File: src/source/icache_macros.svh
/*
 * Instruction cache geometry and configuration register map
 */
`ifndef ICACHE_MACROS_SVH
`define ICACHE_MACROS_SVH

// ----------------------------------------------------------
// Geometry
// ----------------------------------------------------------
`define ICACHE_ADDR_W      32
`define ICACHE_WORD_W      32
`define ICACHE_LINE_WORDS  4
`define ICACHE_SETS        16
`define ICACHE_WAYS        2
`define ICACHE_ID_W        4

// Address split, word field sits above the two byte bits
`define ICACHE_OFFSET_W    2
`define ICACHE_INDEX_W     4
`define ICACHE_TAG_W       (`ICACHE_ADDR_W - `ICACHE_INDEX_W - `ICACHE_OFFSET_W - 2)

// ----------------------------------------------------------
// Configuration space
// ----------------------------------------------------------
`define ICACHE_CFG_ADDR_W  4
`define ICACHE_REG_CTRL    4'h0   // Enable bit
`define ICACHE_REG_FLUSH   4'h4   // Invalidate all lines
`define ICACHE_REG_HITS    4'h8
`define ICACHE_REG_MISSES  4'hC

`endif

File: src/source/icache_pkg.sv
/*
 * Instruction cache types shared by the controller, store,
 * refill engine and register block
 */
`include "icache_macros.svh"

package icache_pkg;

   // ----------------------------------------------------------
   // Fetch port
   // ----------------------------------------------------------
   typedef struct packed {
      logic [`ICACHE_ADDR_W-1:0] addr;
      logic [`ICACHE_ID_W-1:0]   id;
   } fetch_req_t;

   typedef struct packed {
      logic [`ICACHE_WORD_W-1:0] data;
      logic [`ICACHE_ID_W-1:0]   id;
   } fetch_rsp_t;

   // ----------------------------------------------------------
   // Wishbone classic, memory and configuration ports
   // ----------------------------------------------------------
   typedef struct packed {
      logic                          cyc;
      logic                          stb;
      logic                          we;
      logic [`ICACHE_ADDR_W-1:0]     adr;
      logic [`ICACHE_WORD_W-1:0]     dat;
      logic [`ICACHE_WORD_W/8-1:0]   sel;
   } wb_m2s_t;

   typedef struct packed {
      logic                          ack;
      logic [`ICACHE_WORD_W-1:0]     dat;
   } wb_s2m_t;

   // Word 0 in the low bits
   typedef logic [`ICACHE_LINE_WORDS-1:0][`ICACHE_WORD_W-1:0] cache_line_t;

   typedef struct packed {
      logic hit;
      logic miss;
   } cache_evt_t;

   typedef enum logic [2:0] {
      IDLE, LOOKUP, REFILL, BYPASS, FLUSH, RESPOND
   } cache_state_e;

   typedef enum logic [1:0] {
      REG_CTRL, REG_FLUSH, REG_HITS, REG_MISSES
   } cfg_reg_e;

endpackage

File: src/source/icache_ctrl.sv
/*
 * Cache controller FSM for lookup, refill, bypass and flush
 */
`timescale 1ns/1ps
`include "icache_macros.svh"

module icache_ctrl
   import icache_pkg::*;
(
   input  logic                        clk,
   input  logic                        rst_n,
   input  logic                        fetch_req_valid_i,
   input  fetch_req_t                  fetch_req_i,
   output logic                        fetch_grant_o,
   output logic                        fetch_rsp_valid_o,
   output fetch_rsp_t                  fetch_rsp_o,
   input  logic                        enable_i,
   input  logic                        flush_pending_i,
   output logic                        flush_done_o,
   output cache_evt_t                  evt_o,
   output logic [`ICACHE_INDEX_W-1:0]  ws_index_o,
   output logic                        ws_lookup_o,
   output logic [`ICACHE_TAG_W-1:0]    ws_tag_o,
   output logic [`ICACHE_OFFSET_W-1:0] ws_word_o,
   output logic                        ws_fill_o,
   output cache_line_t                 ws_fill_line_o,
   output logic                        ws_inval_all_o,
   input  logic                        ws_hit_i,
   input  logic [`ICACHE_WORD_W-1:0]   ws_hit_word_i,
   output logic                        rf_start_o,
   output logic                        rf_single_o,
   output logic [`ICACHE_ADDR_W-1:0]   rf_addr_o,
   input  logic                        rf_done_i,
   input  cache_line_t                 rf_line_i,
   input  logic [`ICACHE_WORD_W-1:0]   rf_word_i
);

   localparam int IDX_LSB = 2 + `ICACHE_OFFSET_W;
   localparam int TAG_LSB = IDX_LSB + `ICACHE_INDEX_W;

   cache_state_e                state_q;
   cache_state_e                state_d;
   fetch_req_t                  req_q;
   logic [`ICACHE_WORD_W-1:0]   rsp_word_q;
   logic                        accept;
   logic                        lookup;
   logic [`ICACHE_TAG_W-1:0]    req_tag;
   logic [`ICACHE_INDEX_W-1:0]  req_index;
   logic [`ICACHE_OFFSET_W-1:0] req_word;

   assign req_tag   = req_q.addr[`ICACHE_ADDR_W-1:TAG_LSB];
   assign req_index = req_q.addr[TAG_LSB-1:IDX_LSB];
   assign req_word  = req_q.addr[IDX_LSB-1:2];

   assign fetch_grant_o = (state_q == IDLE) & ~flush_pending_i;   // Flush wins over fetches
   assign accept        = fetch_req_valid_i & fetch_grant_o;
   assign lookup        = state_q == LOOKUP;

   // ----------------------------------------------------------
   // State machine
   // ----------------------------------------------------------
   always_comb
   begin
      state_d = state_q;
      case (state_q)
         IDLE:
         begin
            if (flush_pending_i)
               state_d = FLUSH;
            else if (accept)
               state_d = enable_i ? LOOKUP : BYPASS;
         end
         LOOKUP:         state_d = ws_hit_i ? RESPOND : REFILL;
         REFILL, BYPASS: state_d = rf_done_i ? RESPOND : state_q;
         default:        state_d = IDLE;   // RESPOND and FLUSH last one cycle
      endcase
   end

   always_ff @(posedge clk, negedge rst_n)
   begin
      if (!rst_n)
         state_q <= IDLE;
      else
         state_q <= state_d;
   end

   always_ff @(posedge clk)
   begin
      if (accept)
         req_q <= fetch_req_i;
      if (lookup)
         rsp_word_q <= ws_hit_word_i;
      else if (rf_done_i)
         rsp_word_q <= (state_q == BYPASS) ? rf_word_i : rf_line_i[req_word];
   end

   // ----------------------------------------------------------
   // Store and refill control
   // ----------------------------------------------------------
   // Store read starts on the grant edge, so index comes straight from the port
   assign ws_index_o     = (state_q == IDLE) ? fetch_req_i.addr[TAG_LSB-1:IDX_LSB] : req_index;
   assign ws_lookup_o    = accept & enable_i;
   assign ws_tag_o       = req_tag;
   assign ws_word_o      = req_word;
   assign ws_fill_o      = (state_q == REFILL) & rf_done_i;
   assign ws_fill_line_o = rf_line_i;
   assign ws_inval_all_o = state_q == FLUSH;

   assign rf_single_o = state_q == IDLE;   // Bypass reads start from IDLE
   assign rf_start_o  = (accept & ~enable_i) | (lookup & ~ws_hit_i);
   assign rf_addr_o   = (state_q == IDLE) ? fetch_req_i.addr : req_q.addr;

   assign evt_o.hit    = lookup & ws_hit_i;
   assign evt_o.miss   = lookup & ~ws_hit_i;
   assign flush_done_o = state_q == FLUSH;

   assign fetch_rsp_valid_o = state_q == RESPOND;
   assign fetch_rsp_o.data  = rsp_word_q;
   assign fetch_rsp_o.id    = req_q.id;

endmodule

File: config.mk
export PLATFORM = sky130hd
export DESIGN_NAME = icache_ctrl
export DESIGN_NICKNAME = d
export VERILOG_FILES = /design/src/source/icache_pkg.sv /design/src/source/icache_ctrl.sv
export VERILOG_INCLUDE_DIRS = /design/src /design/src/source
export SDC_FILE = /design/constraint.sdc
export NUM_CORES = 1
export LEC_CHECK = 0
export BUFFER_PORTS_ARGS = -buffer_cell sky130_fd_sc_hd__buf_2
export CORE_AREA = 8 8 179 181
export DETAILED_ROUTE_END_ITERATION = 7
export DIE_AREA = 0 0 187 189
export GPL_ROUTABILITY_DRIVEN = 0
export PLACE_DENSITY_LB_ADDON = 0.2
export REMOVE_ABC_BUFFERS = 1
export SETUP_SLACK_MARGIN = 0.4
export SLEW_MARGIN = 15
export SYNTH_ARGS = -nofsm -noshare
export SYNTH_HDL_FRONTEND = slang
export SYNTH_SLANG_ARGS = --single-unit
File: constraint.sdc
create_clock -name clk -period 3 [get_ports clk]
set_input_delay 0 -clock clk [delete_from_list [all_inputs] [get_ports clk]]
set_output_delay 0 -clock clk [all_outputs]
set_load 0.005 [all_outputs]
==> flow_summary.json <==
{
  "status": "completed",
  "synth_cell_type_count": 30,
  "clockBufferDepth": 2,
  "cts.sink_count": 71,
  "wl_per_cell_um": 20.27,
  "routed_wl_mm": 25.28,
  "vias_per_cell": 4.195,
  "numCtsBuffers": 9,
  "cap_violations": 0,
  "syn_inst": 525,
  "multi_input_area_sq_um": 2062,
  "crit_required_ns": 3.00,
  "min_from": "flush_pending_i",
  "num_rows": 63,
  "tightest_slew_ns": 0.7930,
  "final_nets": 1086,
  "crit_type": "flop to primary output",
  "root_buffer": "clkbuf_16",
  "dr_total_vias": 5231,
  "synth-seq-cells": 71,
  "rsz0062_at_grt": "no",
  "clk_latency_ns": 0.34,
  "skew_ns": 0.005146,
  "grt_pass1_vias": 5890,
  "cp-end-kind": "primary output",
  "min_path_cells": 3,
  "port_buffers": 470,
  "synth_top_area_cell": "edfxtp_1",
  "cts_tree": "done",
  "leakagePower_nw": 3.529,
  "final_common_cell": "buf_2",
  "grt_max_degree": 67,
  "crit-reg2reg-launch": "state_q[0]",
  "clkTransAtPathRegs_ns": 0.07,
  "fin_area_sq_um": 7829,
  "yosys-top-cells-area": "edfxtp_1, buf_4, nor2b_1",
  "hpwl_mm": 19.95,
  "grt_pass1_wl_mm": 37.03,
  "core_area_sq_um": 29240,
  "regArea_sq_um": 2118,
  "cp_data_arrival_time_ns": 2.12,
  "drive_above_1_share_pct": 61.92,
  "die_h_um": 189,
  "crit_fanout": 34,
  "yosysSeqAreaShare_pct": 37.38,
  "setup_viol": 0,
  "design.die.area_sq_um": 35340,
  "gr-total-overflow": 0,
  "cts-resized-gates": 0,
  "ios": 471,
  "fmax_ghz": 0.4725,
  "antenna_found_initial": 2,
  "relSlewSlack_pct": 47.13,
  "syn_area_per_cell_sq_um": 10.79,
  "layout_common_cells": "buf_2, edfxtp_1, nor2b_1",
  "hold-worst-slack_ns": 0.02366,
  "synth_top_area_share_pct": 36.06,
  "rr_worst_depth": 4,
  "ant_nets": 0,
  "fillCellCount": 3160,
  "reg2reg_to": "rsp_word_q[31]",
  "grt_util_all_layers_pct": 13.59,
  "synth_area_sq_um": 5663,
  "reg2reg_slack_ns": 0.88,
  "hold_viol_final": 0,
  "h-tree-depth": 3,
  "finish.utilization_pct": 26.77,
  "area_delta_synth_final_pct": 38.25,
  "placed_area_sq_um": 7129,
  "initial_core_util_pct": 19.36,
  "detail_route.iter0.violations": 138,
  "ir_drop_mv": 0.3015,
  "whs_endpoint": "state_q[2]",
  "drc": 0,
  "cts_setup_buffers": 0,
  "timing.final.crit_share_pct": 70.55,
  "drtPass1Iterations": 4,
  "cellPowerDensity_nw_per_um2": 677.6,
  "ys_warn_count": 0,
  "fp.dieW_um": 187,
  "worstSetupStartpointType": "flop",
  "slew_viol_final": 0,
  "fin_crit_ns": 2.117,
  "min_path_type": "input pin to flop"
}
==> critical path, cell delays in order (launching register included) <==
cell     delay [ns]
dfrtp_1        0.51
nor3_4         0.24
buf_4          0.43
mux2_2         0.44
buf_2          0.14
==> report_power, final <==
part           switching [mW]  internal (mW)  total (mW)
clock network           0.501          0.646        1.15
registers               0.140           1.46        1.60
logic                    1.41           1.15        2.56
==> cells in the mapped netlist (all sizes together) <==
| cell | count |
|---|---|
| a2111oi | 32 |
| a211oi | 34 |
| a21oi | 1 |
| a311oi | 32 |
| and2b | 4 |
| and3 | 1 |
| buf | 188 |
| clkbuf | 15 |
| dfrtp | 3 |
| edfxtp | 68 |
| inv | 3 |
| mux2 | 32 |
| mux2i | 32 |
| nand2 | 2 |
| nand2b | 2 |
| nor2 | 3 |
| nor2b | 63 |
| nor3 | 1 |
| nor3b | 3 |
| nor4 | 1 |
| nor4bb | 1 |
| o21bai | 1 |
| o22ai | 2 |
| or3 | 1 |
==> worst max path at each step <==
| stage | from | end | slack, ns |
|---|---|---|---|
| after floorplan | state_q[1] | fetch_rsp_o[0] | -0.48 |
| final | state_q[0] | ws_index_o[3] | 0.88 |
| after global placement | state_q[0] | rsp_word_q[31] | 0.89 |
| after CTS | state_q[0] | ws_index_o[3] | 0.86 |
| after detailed placement | state_q[0] | rsp_word_q[31] | 0.87 |
| after global routing | state_q[0] | rsp_word_q[26] | 0.73 |
==> per-layer routing <==
| layer | track usage [%] | part of all wire [%] | vias to the layer above |
|---|---|---|---|
| li1 | - | - | 2455 |
| met1 | 14.39 | 39 | 2448 |
| met2 | 25.13 | 52 | 307 |
| met3 | 4.673 | 7.4 | 21 |
| met4 | 4.032 | 1.7 | 0 |
| met5 | 0 | 0 | - |
==> sequential cells by signal (all words and copies together), names as in the netlist <==
| name | flops |
|---|---|
| ws_word_o | 2 |
| rsp_word_q | 32 |
| fetch_rsp_o | 4 |
| ws_tag_o | 24 |
| req_index | 4 |
| req_q | 2 |
| state_q | 3 |
==> cell families after synthesis <==
family          count (synthesis)  share of synthesized area (%)
compound gates                102                          14.85
buf+inv                       206                          26.34
flops                          71                          37.38
mux                            64                          12.02
simple gates                   82                          9.413
==> what timing repair did <==
item / CTS / global route
endpoints found under the setup margin: 0 / 0
endpoints found under the hold margin: 41 / 0
hold buffers: 40 / 0
==> metrics by stage <==
step	setup WS (ns)	std cells	total power, mW	TNS [ns]
6_report	0.8834	1247	5.305	0
5_1_grt	0.7299	1247	5.694	0
4_1_cts	0.8601	1246	5.446	0
3_5_place_dp	0.8682	1190	4.197	0
3_3_place_gp	0.8856	1190	4.195	0
2_1_floorplan	-0.4832	322	2.817	-17.39
==> area by class of cell <==
type / instances / area share (%)
Clock inverter: 7 / 0.9110
Inverter: 3 / 0.1438
Timing Repair Buffer: 518 / 36.41
Tap cell: 390 / 6.233
Antenna cell: 1 / 0.03196
Multi-Input combinational cell: 248 / 26.34
Clock buffer: 9 / 2.877
Sequential cell: 71 / 27.06
Note: power is estimated with default switching activity, not from simulation.
