==> config.mk <==
export PLATFORM = sky130hd
export DESIGN_NAME = icache_cfg_regs
export DESIGN_NICKNAME = d
export VERILOG_FILES = /design/src/source/icache_pkg.sv /design/src/source/icache_cfg_regs.sv
export VERILOG_INCLUDE_DIRS = /design/src /design/src/source
export SDC_FILE = /design/constraint.sdc
export NUM_CORES = 1
export LEC_CHECK = 0
export BUFFER_PORTS_ARGS = -buffer_cell sky130_fd_sc_hd__buf_4
export CAP_MARGIN = 15
export CORE_MARGIN = 1
export CORE_UTILIZATION = 54
export CTS_CLUSTER_SIZE = 24
export DETAILED_ROUTE_END_ITERATION = 16
export PLACE_DENSITY = 0.88
export SYNTH_ARGS = -nofsm -noshare
export SYNTH_HDL_FRONTEND = slang
export SYNTH_SLANG_ARGS = --single-unit
==> constraint.sdc <==
create_clock -name clk -period 2.8 [get_ports clk]
set_clock_uncertainty 0.05 [all_clocks]
set_input_delay 0.28 -clock clk [delete_from_list [all_inputs] [get_ports clk]]
set_output_delay 0.28 -clock clk [all_outputs]
set_load 0.005 [all_outputs]
==> src/source/icache_macros.svh <==
/*
 * Instruction cache geometry and configuration register map
 */
`ifndef ICACHE_MACROS_SVH
`define ICACHE_MACROS_SVH

// ----------------------------------------------------------
// Geometry
// ----------------------------------------------------------
`define ICACHE_ADDR_W      32
`define ICACHE_WORD_W      32
`define ICACHE_LINE_WORDS  4
`define ICACHE_SETS        16
`define ICACHE_WAYS        2
`define ICACHE_ID_W        4

// Address split, word field sits above the two byte bits
`define ICACHE_OFFSET_W    2
`define ICACHE_INDEX_W     4
`define ICACHE_TAG_W       (`ICACHE_ADDR_W - `ICACHE_INDEX_W - `ICACHE_OFFSET_W - 2)

// ----------------------------------------------------------
// Configuration space
// ----------------------------------------------------------
`define ICACHE_CFG_ADDR_W  4
`define ICACHE_REG_CTRL    4'h0   // Enable bit
`define ICACHE_REG_FLUSH   4'h4   // Invalidate all lines
`define ICACHE_REG_HITS    4'h8
`define ICACHE_REG_MISSES  4'hC

`endif

==> src/source/icache_pkg.sv <==
/*
 * Instruction cache types shared by the controller, store,
 * refill engine and register block
 */
`include "icache_macros.svh"

package icache_pkg;

   // ----------------------------------------------------------
   // Fetch port
   // ----------------------------------------------------------
   typedef struct packed {
      logic [`ICACHE_ADDR_W-1:0] addr;
      logic [`ICACHE_ID_W-1:0]   id;
   } fetch_req_t;

   typedef struct packed {
      logic [`ICACHE_WORD_W-1:0] data;
      logic [`ICACHE_ID_W-1:0]   id;
   } fetch_rsp_t;

   // ----------------------------------------------------------
   // Wishbone classic, memory and configuration ports
   // ----------------------------------------------------------
   typedef struct packed {
      logic                          cyc;
      logic                          stb;
      logic                          we;
      logic [`ICACHE_ADDR_W-1:0]     adr;
      logic [`ICACHE_WORD_W-1:0]     dat;
      logic [`ICACHE_WORD_W/8-1:0]   sel;
   } wb_m2s_t;

   typedef struct packed {
      logic                          ack;
      logic [`ICACHE_WORD_W-1:0]     dat;
   } wb_s2m_t;

   // Word 0 in the low bits
   typedef logic [`ICACHE_LINE_WORDS-1:0][`ICACHE_WORD_W-1:0] cache_line_t;

   typedef struct packed {
      logic hit;
      logic miss;
   } cache_evt_t;

   typedef enum logic [2:0] {
      IDLE, LOOKUP, REFILL, BYPASS, FLUSH, RESPOND
   } cache_state_e;

   typedef enum logic [1:0] {
      REG_CTRL, REG_FLUSH, REG_HITS, REG_MISSES
   } cfg_reg_e;

endpackage

==> src/source/icache_cfg_regs.sv <==
/*
 * Configuration registers: enable, flush command and hit/miss counters
 */
`timescale 1ns/1ps
`include "icache_macros.svh"

module icache_cfg_regs
   import icache_pkg::*;
(
   input  logic       clk,
   input  logic       rst_n,
   input  wb_m2s_t    cfg_wb_i,
   output wb_s2m_t    cfg_wb_o,
   input  cache_evt_t evt_i,
   input  logic       flush_done_i,
   output logic       enable_o,
   output logic       flush_pending_o
);

   cfg_reg_e                  reg_sel;
   logic                      req;
   logic                      wr;
   logic                      flush_wr;
   logic                      ack_q;
   logic                      enable_q;
   logic                      pending_q;
   logic [`ICACHE_WORD_W-1:0] hits_q;
   logic [`ICACHE_WORD_W-1:0] misses_q;
   logic [`ICACHE_WORD_W-1:0] rdata_q;

   always_comb
   begin
      case (cfg_wb_i.adr[`ICACHE_CFG_ADDR_W-1:0])
         `ICACHE_REG_FLUSH:  reg_sel = REG_FLUSH;
         `ICACHE_REG_HITS:   reg_sel = REG_HITS;
         `ICACHE_REG_MISSES: reg_sel = REG_MISSES;
         default:            reg_sel = REG_CTRL;
      endcase
   end

   assign req      = cfg_wb_i.cyc & cfg_wb_i.stb & ~ack_q;   // Open, not yet acked
   assign wr       = req & cfg_wb_i.we;
   assign flush_wr = wr & (reg_sel == REG_FLUSH) & cfg_wb_i.dat[0];

   // ----------------------------------------------------------
   // Handshake, enable and counters
   // ----------------------------------------------------------
   always_ff @(posedge clk, negedge rst_n)
   begin
      if (!rst_n)
      begin
         ack_q     <= 1'b0;
         enable_q  <= 1'b0;
         pending_q <= 1'b0;
         hits_q    <= '0;
         misses_q  <= '0;
      end
      else
      begin
         ack_q <= 1'b0;
         if (flush_done_i)
         begin
            pending_q <= 1'b0;
            ack_q     <= 1'b1;   // Late ack of the flush write
         end
         else if (flush_wr)
            pending_q <= 1'b1;
         else if (req)
            ack_q <= 1'b1;

         if (wr && reg_sel == REG_CTRL)
            enable_q <= cfg_wb_i.dat[0];

         if (wr && reg_sel == REG_HITS)
            hits_q <= '0;
         else if (evt_i.hit)
            hits_q <= hits_q + 1'b1;

         if (wr && reg_sel == REG_MISSES)
            misses_q <= '0;
         else if (evt_i.miss)
            misses_q <= misses_q + 1'b1;
      end
   end

   // Read data, sampled with the request
   always_ff @(posedge clk)
   begin
      if (req)
      begin
         case (reg_sel)
            REG_CTRL:  rdata_q <= {{(`ICACHE_WORD_W-1){1'b0}}, enable_q};
            REG_FLUSH: rdata_q <= {{(`ICACHE_WORD_W-1){1'b0}}, pending_q};
            REG_HITS:  rdata_q <= hits_q;
            default:   rdata_q <= misses_q;
         endcase
      end
   end

   assign cfg_wb_o.ack     = ack_q;
   assign cfg_wb_o.dat     = rdata_q;
   assign enable_o         = enable_q;
   assign flush_pending_o  = pending_q;

endmodule

==> results of run 1 <==
report_power, final:
group          switching (mW)  total, mW  internal, mW
clock                   0.485       1.07         0.589
sequential              0.175       1.78          1.61
combinational           0.185      0.344         0.159
total                   0.844       3.20          2.35
per-stage QoR:
stage / hold WS, ns / util / total power [mW] / instances
final: -0.0323 / 0.631 / 3.20 / 600
after global routing: 0.0161 / 0.631 / 3.32 / 600
after CTS: 0.00145 / 0.631 / 3.19 / 600
after detailed placement: 0.382 / 0.605 / 2.14 / 585
after global placement: 0.386 / 0.605 / 2.11 / 585
after floorplan: -0.0656 / - / 1.99 / 450
per-layer routing:
metal / global-route usage / vias up / routed length, um
li1: - / 1767 / -
met1: 0.344 / 1922 / 4700
met2: 0.404 / 145 / 5430
met3: 0.0395 / 20 / 657
met4: 0.0995 / 0 / 212
met5: 0 / - / 0
final cells by class:
cell class	instances	area, um^2
flip-flops and latches	99	2640
repair buffers	54	405
clock buffers	10	128
inverters	11	41.3
multi-input cells	313	2030
fillers	661	3200
clock inverters	5	104
well taps	108	135
synth_stat cells:
library cell	instances
nand4_1	14
or3_1	12
nand3_1	20
buf_4	1
ha_1	2
mux2_2	2
nand2_1	34
edfxtp_1	32
buf_2	2
nand2b_1	6
nor4_1	7
a21oi_1	34
nor3_1	6
nor4b_1	1
o21ai_0	12
nor2b_1	1
a31oi_1	1
a31o_2	1
buf_6	1
or2_2	1
a21o_1	1
nor4bb_1	1
and4b_1	2
xor2_1	9
clkbuf_1	23
o221a_2	1
inv_1	11
or4_1	22
nand3_2	1
and3_1	6
and2_1	3
xnor2_1	13
or4_4	1
dfrtp_1	67
nor2_1	29
nand3b_1	1
o31ai_1	21
a22o_1	31
mux2i_1	9
and4_1	8
registers in the layout (all words and copies together), names as in the netlist:
| name | cells |
|---|---|
| enable_o | 1 |
| hits_q | 32 |
| flush_pending_o | 1 |
| misses_q | 32 |
| rdata_q | 32 |
| ack_q | 1 |
cells by family (layout without fill, tap and decap cells):
logic type,count (synthesis),in the layout,share of synthesized area
mux,11,11,0.0235
xor+xnor,22,22,0.0401
fa+ha+maj,2,2,0.00521
compound gates,102,102,0.144
simple gates,176,176,0.205
flops,99,99,0.550
buf+inv,38,80,0.0326
worst paths after layout:
check,from,endpoint,slack [ns],cells after the start
worst max-delay path,hits_q[11],hits_q[31],0.50,4
worst min-delay path,rst_n,hits_q[26],-0.03,1
worst max register to register,hits_q[11],hits_q[31],0.50,4
worst min register to register,hits_q[31],hits_q[31],0.53,2
max in group asynchronous,rst_n,hits_q[2],2.17,1
min in group clk,flush_done_i,flush_pending_o,0.02,2
==> summary.txt, run 1 <==
Run status
  – Status: finished with violations
  – Failing checks: hold timing

Clock network
  – Postcts setup bufs: 0
  – CTS tree: built
  – CTS buffer count: 9
  – Clk buf depth: 2
  – H-tree Lvls: 3
  – CTS sink count: 99
  – Clk pin slew, worst setup/hold paths: 0.10 ns
  – Clock Tree Root: clkbuf_8
  – Worst-Skew Late Latency: 0.36 ns
  – Hold_buf cts: 0
  – Post-cts resize count: 0

Logic synthesis
  – Syn Area/Cell: 10.7 um^2
  – Syn Inst Count: 450
  – Share of the synthesized area in the top cell type: 0.349
  – Top post-synthesis cells by area: dfrtp_1 (35%), edfxtp_1 (20%), a22o_1 (5.7%), a21oi_1 (3.5%), or4_1 (3.4%)
  – Synthesized cell area: 4800 um^2
  – Syn Nets: 528
  – Distinct cells, synth: 40
  – Yosys warning total: 0
  – Seq/Total Area, Yosys: 0.550
  – Flops & latches, synth: 99
  – Top cell type by total area after synthesis: dfrtp_1

STA
  – Sum of negative setup slack: 0 ns
  – # setup viols final: 0
  – RSZ-0062 raised after global routing: no
  – Max Fclk: 435 MHz
  – Worst hold slack: -0.0323 ns
  – Final cycle utilization of the critical path: 0.821
  – Relative slew margins: 0.427
  – Final Max Slew Viols: 0
  – Tightest Pin Transition: 0.860 ns
  – Final worst slack: 0.500 ns
  – Fin. Hold Viols: 43
  – Period minus WS final: 2.30 ns

Final layout
  – Commonest cells after routing, fill and taps aside: dfrtp_1 (67), buf_4 (54), nand2_1 (34), a21oi_1 (34), edfxtp_1 (32)
  – Fin area: 5480 um^2
  – Most common cell after layout, fill and taps aside: dfrtp_1
  – Share of layout cells above drive strength 1: 0.159
  – Area Growth Syn to Fin: 14.2%
  – Antenna cell count: 0
  – Nets: 566

Drt
  – Vias per Instance: 6.42
  – Antenna viol nets, final: 0
  – DR WL/cell: 18.3 um
  – First-pass DRT Iterations: 5
  – Final WL: 11000 um
  – Drt initial violations: 326
  – DRC: 0
  – Via count: 3854

Global route
  – Initial antenna violation count: 0
  – Total GRT Usage: 0.252
  – Vias in the first global route: 3604
  – Maximum number of pins on one net before global-route repair: 68
  – First-pass GRT wire length: 17500 um
  – Grt total ovfl: 0

Flow run
  – Max cap viols: 0

Die
  – Initial Util: 0.553
  – Core area: 8680 um^2
  – I/O pins: 111
  – Die Wd: 96.3 um
  – Die Y: 96.3 um
  – Full die area: 9270 um^2
  – Rows: 34

Critical path
  – CP required: 3.03 ns
  – Critical Path AT: 2.53 ns
  – Crit path largest cell delay: 0.75 ns
  – CP Cell Sequence: nand4_1 > or4_1 > or4_1 > a21oi_1
  – CP max-delay cell: or4_1
  – CP endpoint kind: register
  – Top Family by Delay on Critical Path: simple AND/OR/NAND/NOR gates
  – Setup crit start kind: register
  – Top fanout value on the critical path: 15
  – Bufs and invs on worst path: 0
  – Most used cell, CP: or4_1
  – Kind of critical path: register to register

Placed design
  – Post-DP Area: 5250 um^2
  – Setup WS pre-CTS: 0.529 ns
  – GP Congestion: 0.790
  – DPL Wire Length: 7270 um
  – Count of input and output buffers: 47

Power and ir drop
  – Worst vdd ir: 245 uV
  – Pwr Density: 584 nW/um^2
  – Pleak: 2.20 nW

Worst hold path
  – Worst hold path type: input port to async pin
Power figures use the tool's default switching activity.
==> inputs of run 2 (changes only) <==
Clock period 2.8 ns to 2.4 ns, I/O delays scaled along.
==> summary.txt, run 2 (synthesis gave the netlist of run 1 again) <==
Critical path
  – CP endpoint kind: register (unchanged)
  – Setup crit start kind: register (unchanged)
  – Worst r2r path cells: 4 (unchanged)
  – Worst R2R Start: hits_q[11] (unchanged)
  – Critical Path AT: 2.52 ns (was 2.53 ns)
  – Kind of critical path: register to register (unchanged)
  – CP required: 2.63 ns (was 3.03 ns)
  – Top fanout value on the critical path: 15 (unchanged)
  – Reg2Reg Setup Slack: 0.11 ns (was 0.50 ns)
  – R2R Path End: hits_q[31] (unchanged)

Clock network
  – CTS buffer count: 9 (unchanged)
  – Clk pin slew, worst setup/hold paths: 0.09 ns (was 0.10 ns)
  – H-tree Lvls: 3 (unchanged)
  – CTS sink count: 99 (unchanged)
  – Postcts setup bufs: 0 (unchanged)
  – Clk buf depth: 2 (unchanged)
  – CTS tree: built (unchanged)
  – Worst-Skew Late Latency: 0.36 ns (about the same)
  – Clock Tree Root: clkbuf_8 (unchanged)

Placed design
  – Count of input and output buffers: 47 (unchanged)
  – Post-DP Area: 5290 um^2 (was 5250 um^2)
  – Setup WS pre-CTS: 0.167 ns (was 0.529 ns)
  – GP Congestion: 0.808 (was 0.790)
  – DPL Wire Length: 7260 um (was 7270 um)
  – DP Cell Count: 590 (was 585)

Worst hold path
  – Worst hold path type: input port to register (was input port to async pin)
  – Hold path cells: 2
  – Worst Hold Launch: cfg_wb_i[4]
  – Worst Hold Path EP: enable_o

Run status
  – Status: complete, no violations (was finished with violations)

Drt
  – DRC: 0 (unchanged)
  – Vias per Instance: 6.36 (was 6.42)
  – Antenna viol nets, final: 0 (unchanged)
  – Drt initial violations: 304 (was 326)
  – Final WL: 10600 um (was 11000 um)
  – First-pass DRT Iterations: 5 (unchanged)
  – DR WL/cell: 17.4 um (was 18.3 um)
  – Via count: 3865 (was 3854)

STA
  – # setup viols final: 0 (unchanged)
  – Fin. Hold Viols: 0 (was 43)
  – Final worst slack: 0.110 ns (was 0.500 ns)
  – Tightest Pin Transition: 0.841 ns (was 0.860 ns)
  – RSZ-0062 raised after global routing: no (unchanged)
  – Period minus WS final: 2.29 ns (was 2.30 ns)
  – Worst hold slack: 0.0895 ns (was -0.0323 ns)
  – Max Fclk: 437 MHz (was 435 MHz)
  – Relative slew margins: 0.439 (was 0.427)
  – Sum of negative setup slack: 0 ns (unchanged)
  – Final Max Slew Viols: 0 (unchanged)
  – Final cycle utilization of the critical path: 0.954 (was 0.821)

Final layout
  – Fillers: 660 (was 661)
  – Non-filler cells, final: 608 (was 600)
  – Commonest cells after routing, fill and taps aside: dfrtp_1 (67), buf_4 (59), nand2_1 (34), a21oi_1 (34), edfxtp_1 (32) (was dfrtp_1 (67), buf_4 (54), nand2_1 (34), a21oi_1 (34), edfxtp_1 (32))
  – Most common cell after layout, fill and taps aside: dfrtp_1 (unchanged)
  – Register area: 2640 um^2 (unchanged)
  – Final core occ: 0.634 (was 0.631)
  – Multi-input gate area: 2030 um^2 (unchanged)
  – Antenna cell count: 0 (unchanged)
  – Share of layout cells above drive strength 1: 0.164 (was 0.159)
  – Largest regs: hits_q x32, misses_q x32, rdata_q x32 (unchanged)
  – Fin area: 5500 um^2 (was 5480 um^2)
  – Area Growth Syn to Fin: 14.6% (was 14.2%)
  – Nets: 573 (was 566)

Die
  – I/O pins: 111 (unchanged)
  – Full die area: 9270 um^2 (unchanged)
  – Die Y: 96.3 um (unchanged)
  – Rows: 34 (unchanged)
  – Initial Util: 0.553 (unchanged)
  – Die Wd: 96.3 um (unchanged)
  – Core area: 8680 um^2 (unchanged)

Flow run
  – Max cap viols: 0 (unchanged)

Global route
  – Grt met3 use: 0.0308 (was 0.0395)
  – Initial antenna violation count: 0 (unchanged)
  – First-pass GRT wire length: 16800 um (was 17500 um)
  – Vias in the first global route: 3491 (was 3604)
  – Busiest metal layer after global routing: met2 (unchanged)
  – Total GRT Usage: 0.241 (was 0.252)
  – Grt total ovfl: 0 (unchanged)
  – Maximum number of pins on one net before global-route repair: 68 (unchanged)
  – Met2 GRT Util: 0.394 (was 0.404)
  – GRT met1 Usage: 0.327 (was 0.344)

Power and ir drop
  – Pwr Density: 643 nW/um^2 (was 584 nW/um^2)
  – Worst vdd ir: 280 uV (was 245 uV)
  – Pleak: 2.21 nW (was 2.20 nW)
  – Design Power: 3.54 mW (was 3.20 mW)
==> run 2: changes by cell type in the layout (fill, tap and decap cells not counted) <==
cell	delta
clkinvlp_4	+1
clkbuf_8	+1
clkinv_1	+2
dlygate4sd3_1	+2
buf_4	+5
bufinv_16	-2
clkinv_2	-1
==> run 2: worst max-delay path: stages, from the launching register on <==
cell,delay [ns]
dfrtp_1,0.46
nand4_1,0.22
or4_1,0.75
or4_1,0.57
a21oi_1,0.16
==> run 2: per-layer routing <==
metal,vias to the layer above,part of all wire,wire [um]
li1,1792,-,-
met1,1896,0.42,4460
met2,154,0.49,5230
met3,23,0.064,678
met4,0,0.019,197
met5,-,0,0
==> run 2: power breakdown <==
part / switching (mW) / leakage, nW / total, mW / internal (mW)
clock: 0.540 / 0.0946 / 1.05 / 0.506
combinational: 0.229 / 0.899 / 0.431 / 0.202
sequential: 0.188 / 1.22 / 2.06 / 1.87
total: 0.956 / 2.21 / 3.54 / 2.58
==> run 2: how the worst max path moves through the flow <==
stage,start,to,slack (ns),depth (start not counted)
floorplan,ack_q,rdata_q[0],0.15,1
global placement,misses_q[10],misses_q[31],0.24,4
detailed placement,hits_q[11],hits_q[31],0.17,4
CTS,hits_q[11],hits_q[31],0.13,4
global route,misses_q[12],misses_q[31],0.01,4
finish,hits_q[11],hits_q[31],0.11,4
==> run 2: what timing repair did <==
item / 4_1_cts / 5_1_grt
endpoints found under the hold margin: 68 / 0
hold buffers: 2 / 0
resized for setup: 0 / 0
==> run 2: area by class of cell <==
class	count	area share
clock buffers	11	0.0257
clock inverters	5	0.00978
inverters	11	0.00751
multi-input cells	313	0.369
flip-flops and latches	99	0.479
well taps	108	0.0246
repair buffers	61	0.0841
==> inputs of run 3 (changes only) <==
Settings changed: MAX_ROUTING_LAYER from default to met4.
==> summary.txt, run 3 (synthesis gave the netlist of run 1 again) <==
Run status
  – Status: complete, no violations (unchanged)

Drt
  – Via count: 3826 (was 3865)
  – DRC: 0 (unchanged)
  – Vias per Instance: 6.29 (was 6.36)
  – Final WL: 10600 um (about the same)
  – DR WL/cell: 17.4 um (about the same)
  – Drt initial violations: 293 (was 304)
  – First-pass DRT Iterations: 6 (was 5)
  – Antenna viol nets, final: 0 (unchanged)

STA
  – Final Max Slew Viols: 0 (unchanged)
  – Tightest Pin Transition: 0.843 ns (was 0.841 ns)
  – Fin. Hold Viols: 0 (unchanged)
  – Final cycle utilization of the critical path: 0.959 (was 0.954)
  – RSZ-0062 raised after global routing: no (unchanged)
  – Max Fclk: 434 MHz (was 437 MHz)
  – Period minus WS final: 2.30 ns (was 2.29 ns)
  – Sum of negative setup slack: 0 ns (unchanged)
  – Relative slew margins: 0.438 (was 0.439)
  – # setup viols final: 0 (unchanged)

Critical path
  – Worst r2r path cells: 4 (unchanged)
  – Setup crit start kind: register (unchanged)
  – CP required: 2.64 ns (was 2.63 ns)
  – Kind of critical path: register to register (unchanged)
  – Reg2Reg Setup Slack: 0.1 ns (was 0.11 ns)
  – R2R Path End: hits_q[31] (unchanged)
  – Top fanout value on the critical path: 15 (unchanged)
  – CP endpoint kind: register (unchanged)
  – Worst R2R Start: hits_q[11] (unchanged)
  – Critical Path AT: 2.54 ns (was 2.52 ns)

Die
  – I/O pins: 111 (unchanged)
  – Rows: 34 (unchanged)
  – Full die area: 9270 um^2 (unchanged)
  – Core area: 8680 um^2 (unchanged)
  – Die Wd: 96.3 um (unchanged)
  – Die Y: 96.3 um (unchanged)
  – Initial Util: 0.553 (unchanged)

Clock network
  – Hold_buf cts: 2 (unchanged)
  – Post-cts resize count: 0 (unchanged)
  – CTS tree: built (unchanged)
  – Worst-Skew Late Latency: 0.36 ns (about the same)
  – CTS buffer count: 9 (unchanged)
  – Clk pin slew, worst setup/hold paths: 0.09 ns (about the same)
  – CTS sink count: 99 (unchanged)
  – Clock Tree Root: clkbuf_8 (unchanged)
  – H-tree Lvls: 3 (unchanged)
  – Clk buf depth: 2 (unchanged)
  – Postcts setup bufs: 0 (unchanged)

Worst hold path
  – Worst hold path type: input port to register (unchanged)
  – Hold path cells: 2 (unchanged)
  – Worst Hold Launch: cfg_wb_i[4] (unchanged)
  – Worst Hold Path EP: enable_o (unchanged)

Global route
  – Vias in the first global route: 3493 (was 3491)
  – Maximum number of pins on one net before global-route repair: 68 (unchanged)
  – Initial antenna violation count: 0 (unchanged)
  – Grt total ovfl: 0 (unchanged)
  – First-pass GRT wire length: 16800 um (about the same)
  – Total GRT Usage: 0.248 (was 0.241)

Final layout
  – Nets: 573 (unchanged)
  – Multi-input gate area: 2030 um^2 (unchanged)
  – Commonest cells after routing, fill and taps aside: dfrtp_1 (67), buf_4 (59), nand2_1 (34), a21oi_1 (34), edfxtp_1 (32) (unchanged)
  – Antenna cell count: 0 (unchanged)
  – Register area: 2640 um^2 (unchanged)
  – Fillers: 660 (unchanged)
  – Non-filler cells, final: 608 (unchanged)
  – Area Growth Syn to Fin: 14.6% (unchanged)
  – Largest regs: hits_q x32, misses_q x32, rdata_q x32 (unchanged)
  – Most common cell after layout, fill and taps aside: dfrtp_1 (unchanged)
  – Share of layout cells above drive strength 1: 0.164 (unchanged)

Power and ir drop
  – Pwr Density: 642 nW/um^2 (was 643 nW/um^2)
  – Worst vdd ir: 281 uV (was 280 uV)
  – Pleak: 2.21 nW (unchanged)

Flow run
  – Max cap viols: 0 (unchanged)

Placed design
  – Count of input and output buffers: 47 (unchanged)
  – GP Congestion: 0.820 (was 0.808)
  – DP Cell Count: 590 (unchanged)
  – DPL Wire Length: 7260 um (unchanged)
==> run 3: layout make-up <==
class,count,share of cell area
Sequential cell,99,0.479
Multi-Input combinational cell,313,0.369
Timing Repair Buffer,61,0.0841
Clock buffer,11,0.0257
Tap cell,108,0.0246
Clock inverter,5,0.00978
Inverter,11,0.00751
==> run 3: worst max-delay path by stage <==
stage,start,end,slack (ns),cells past startpoint
floorplan,ack_q,rdata_q[0],0.15,1
global placement,misses_q[10],misses_q[31],0.24,4
detailed placement,hits_q[11],hits_q[31],0.17,4
CTS,hits_q[11],hits_q[31],0.13,4
global route,misses_q[12],misses_q[31],0.01,4
finish,hits_q[11],hits_q[31],0.1,4
==> run 3: critical path, cell delays in order (launching register included) <==
cell	delay [ns]
dfrtp_1	0.46
nand4_1	0.23
or4_1	0.76
or4_1	0.57
a21oi_1	0.16
==> run 3: per-layer routing <==
metal / routed length, um / track usage / part of all wire / vias up
met2: 5250 / 0.393 / 0.50 / 138
li1: - / - / - / 1787
met4: 165 / 0.0945 / 0.016 / 0
met5: 0 / - / 0 / -
met3: 654 / 0.0308 / 0.062 / 17
met1: 4480 / 0.327 / 0.42 / 1884
==> run 3: stage by stage <==
stage                     setup slack (ns)  utilization  power [mW]  hold slack, ns  instance area (um^2)
after detailed placement             0.167        0.609        2.51           0.353                  5290
after global routing                0.0140        0.634        3.69          0.0797                  5500
final                               0.0977        0.634        3.53          0.0827                  5500
after CTS                            0.128        0.634        3.54          0.0835                  5500
after global placement               0.236        0.609        2.48           0.351                  5290
after floorplan                      0.151            -        2.32          -0.106                  4800
==> run 3: where the power goes <==
group          switching (mW)  internal (mW)  leakage [nW]
clock network           0.538          0.506        0.0946
registers               0.185           1.87          1.22
logic                   0.229          0.202         0.899
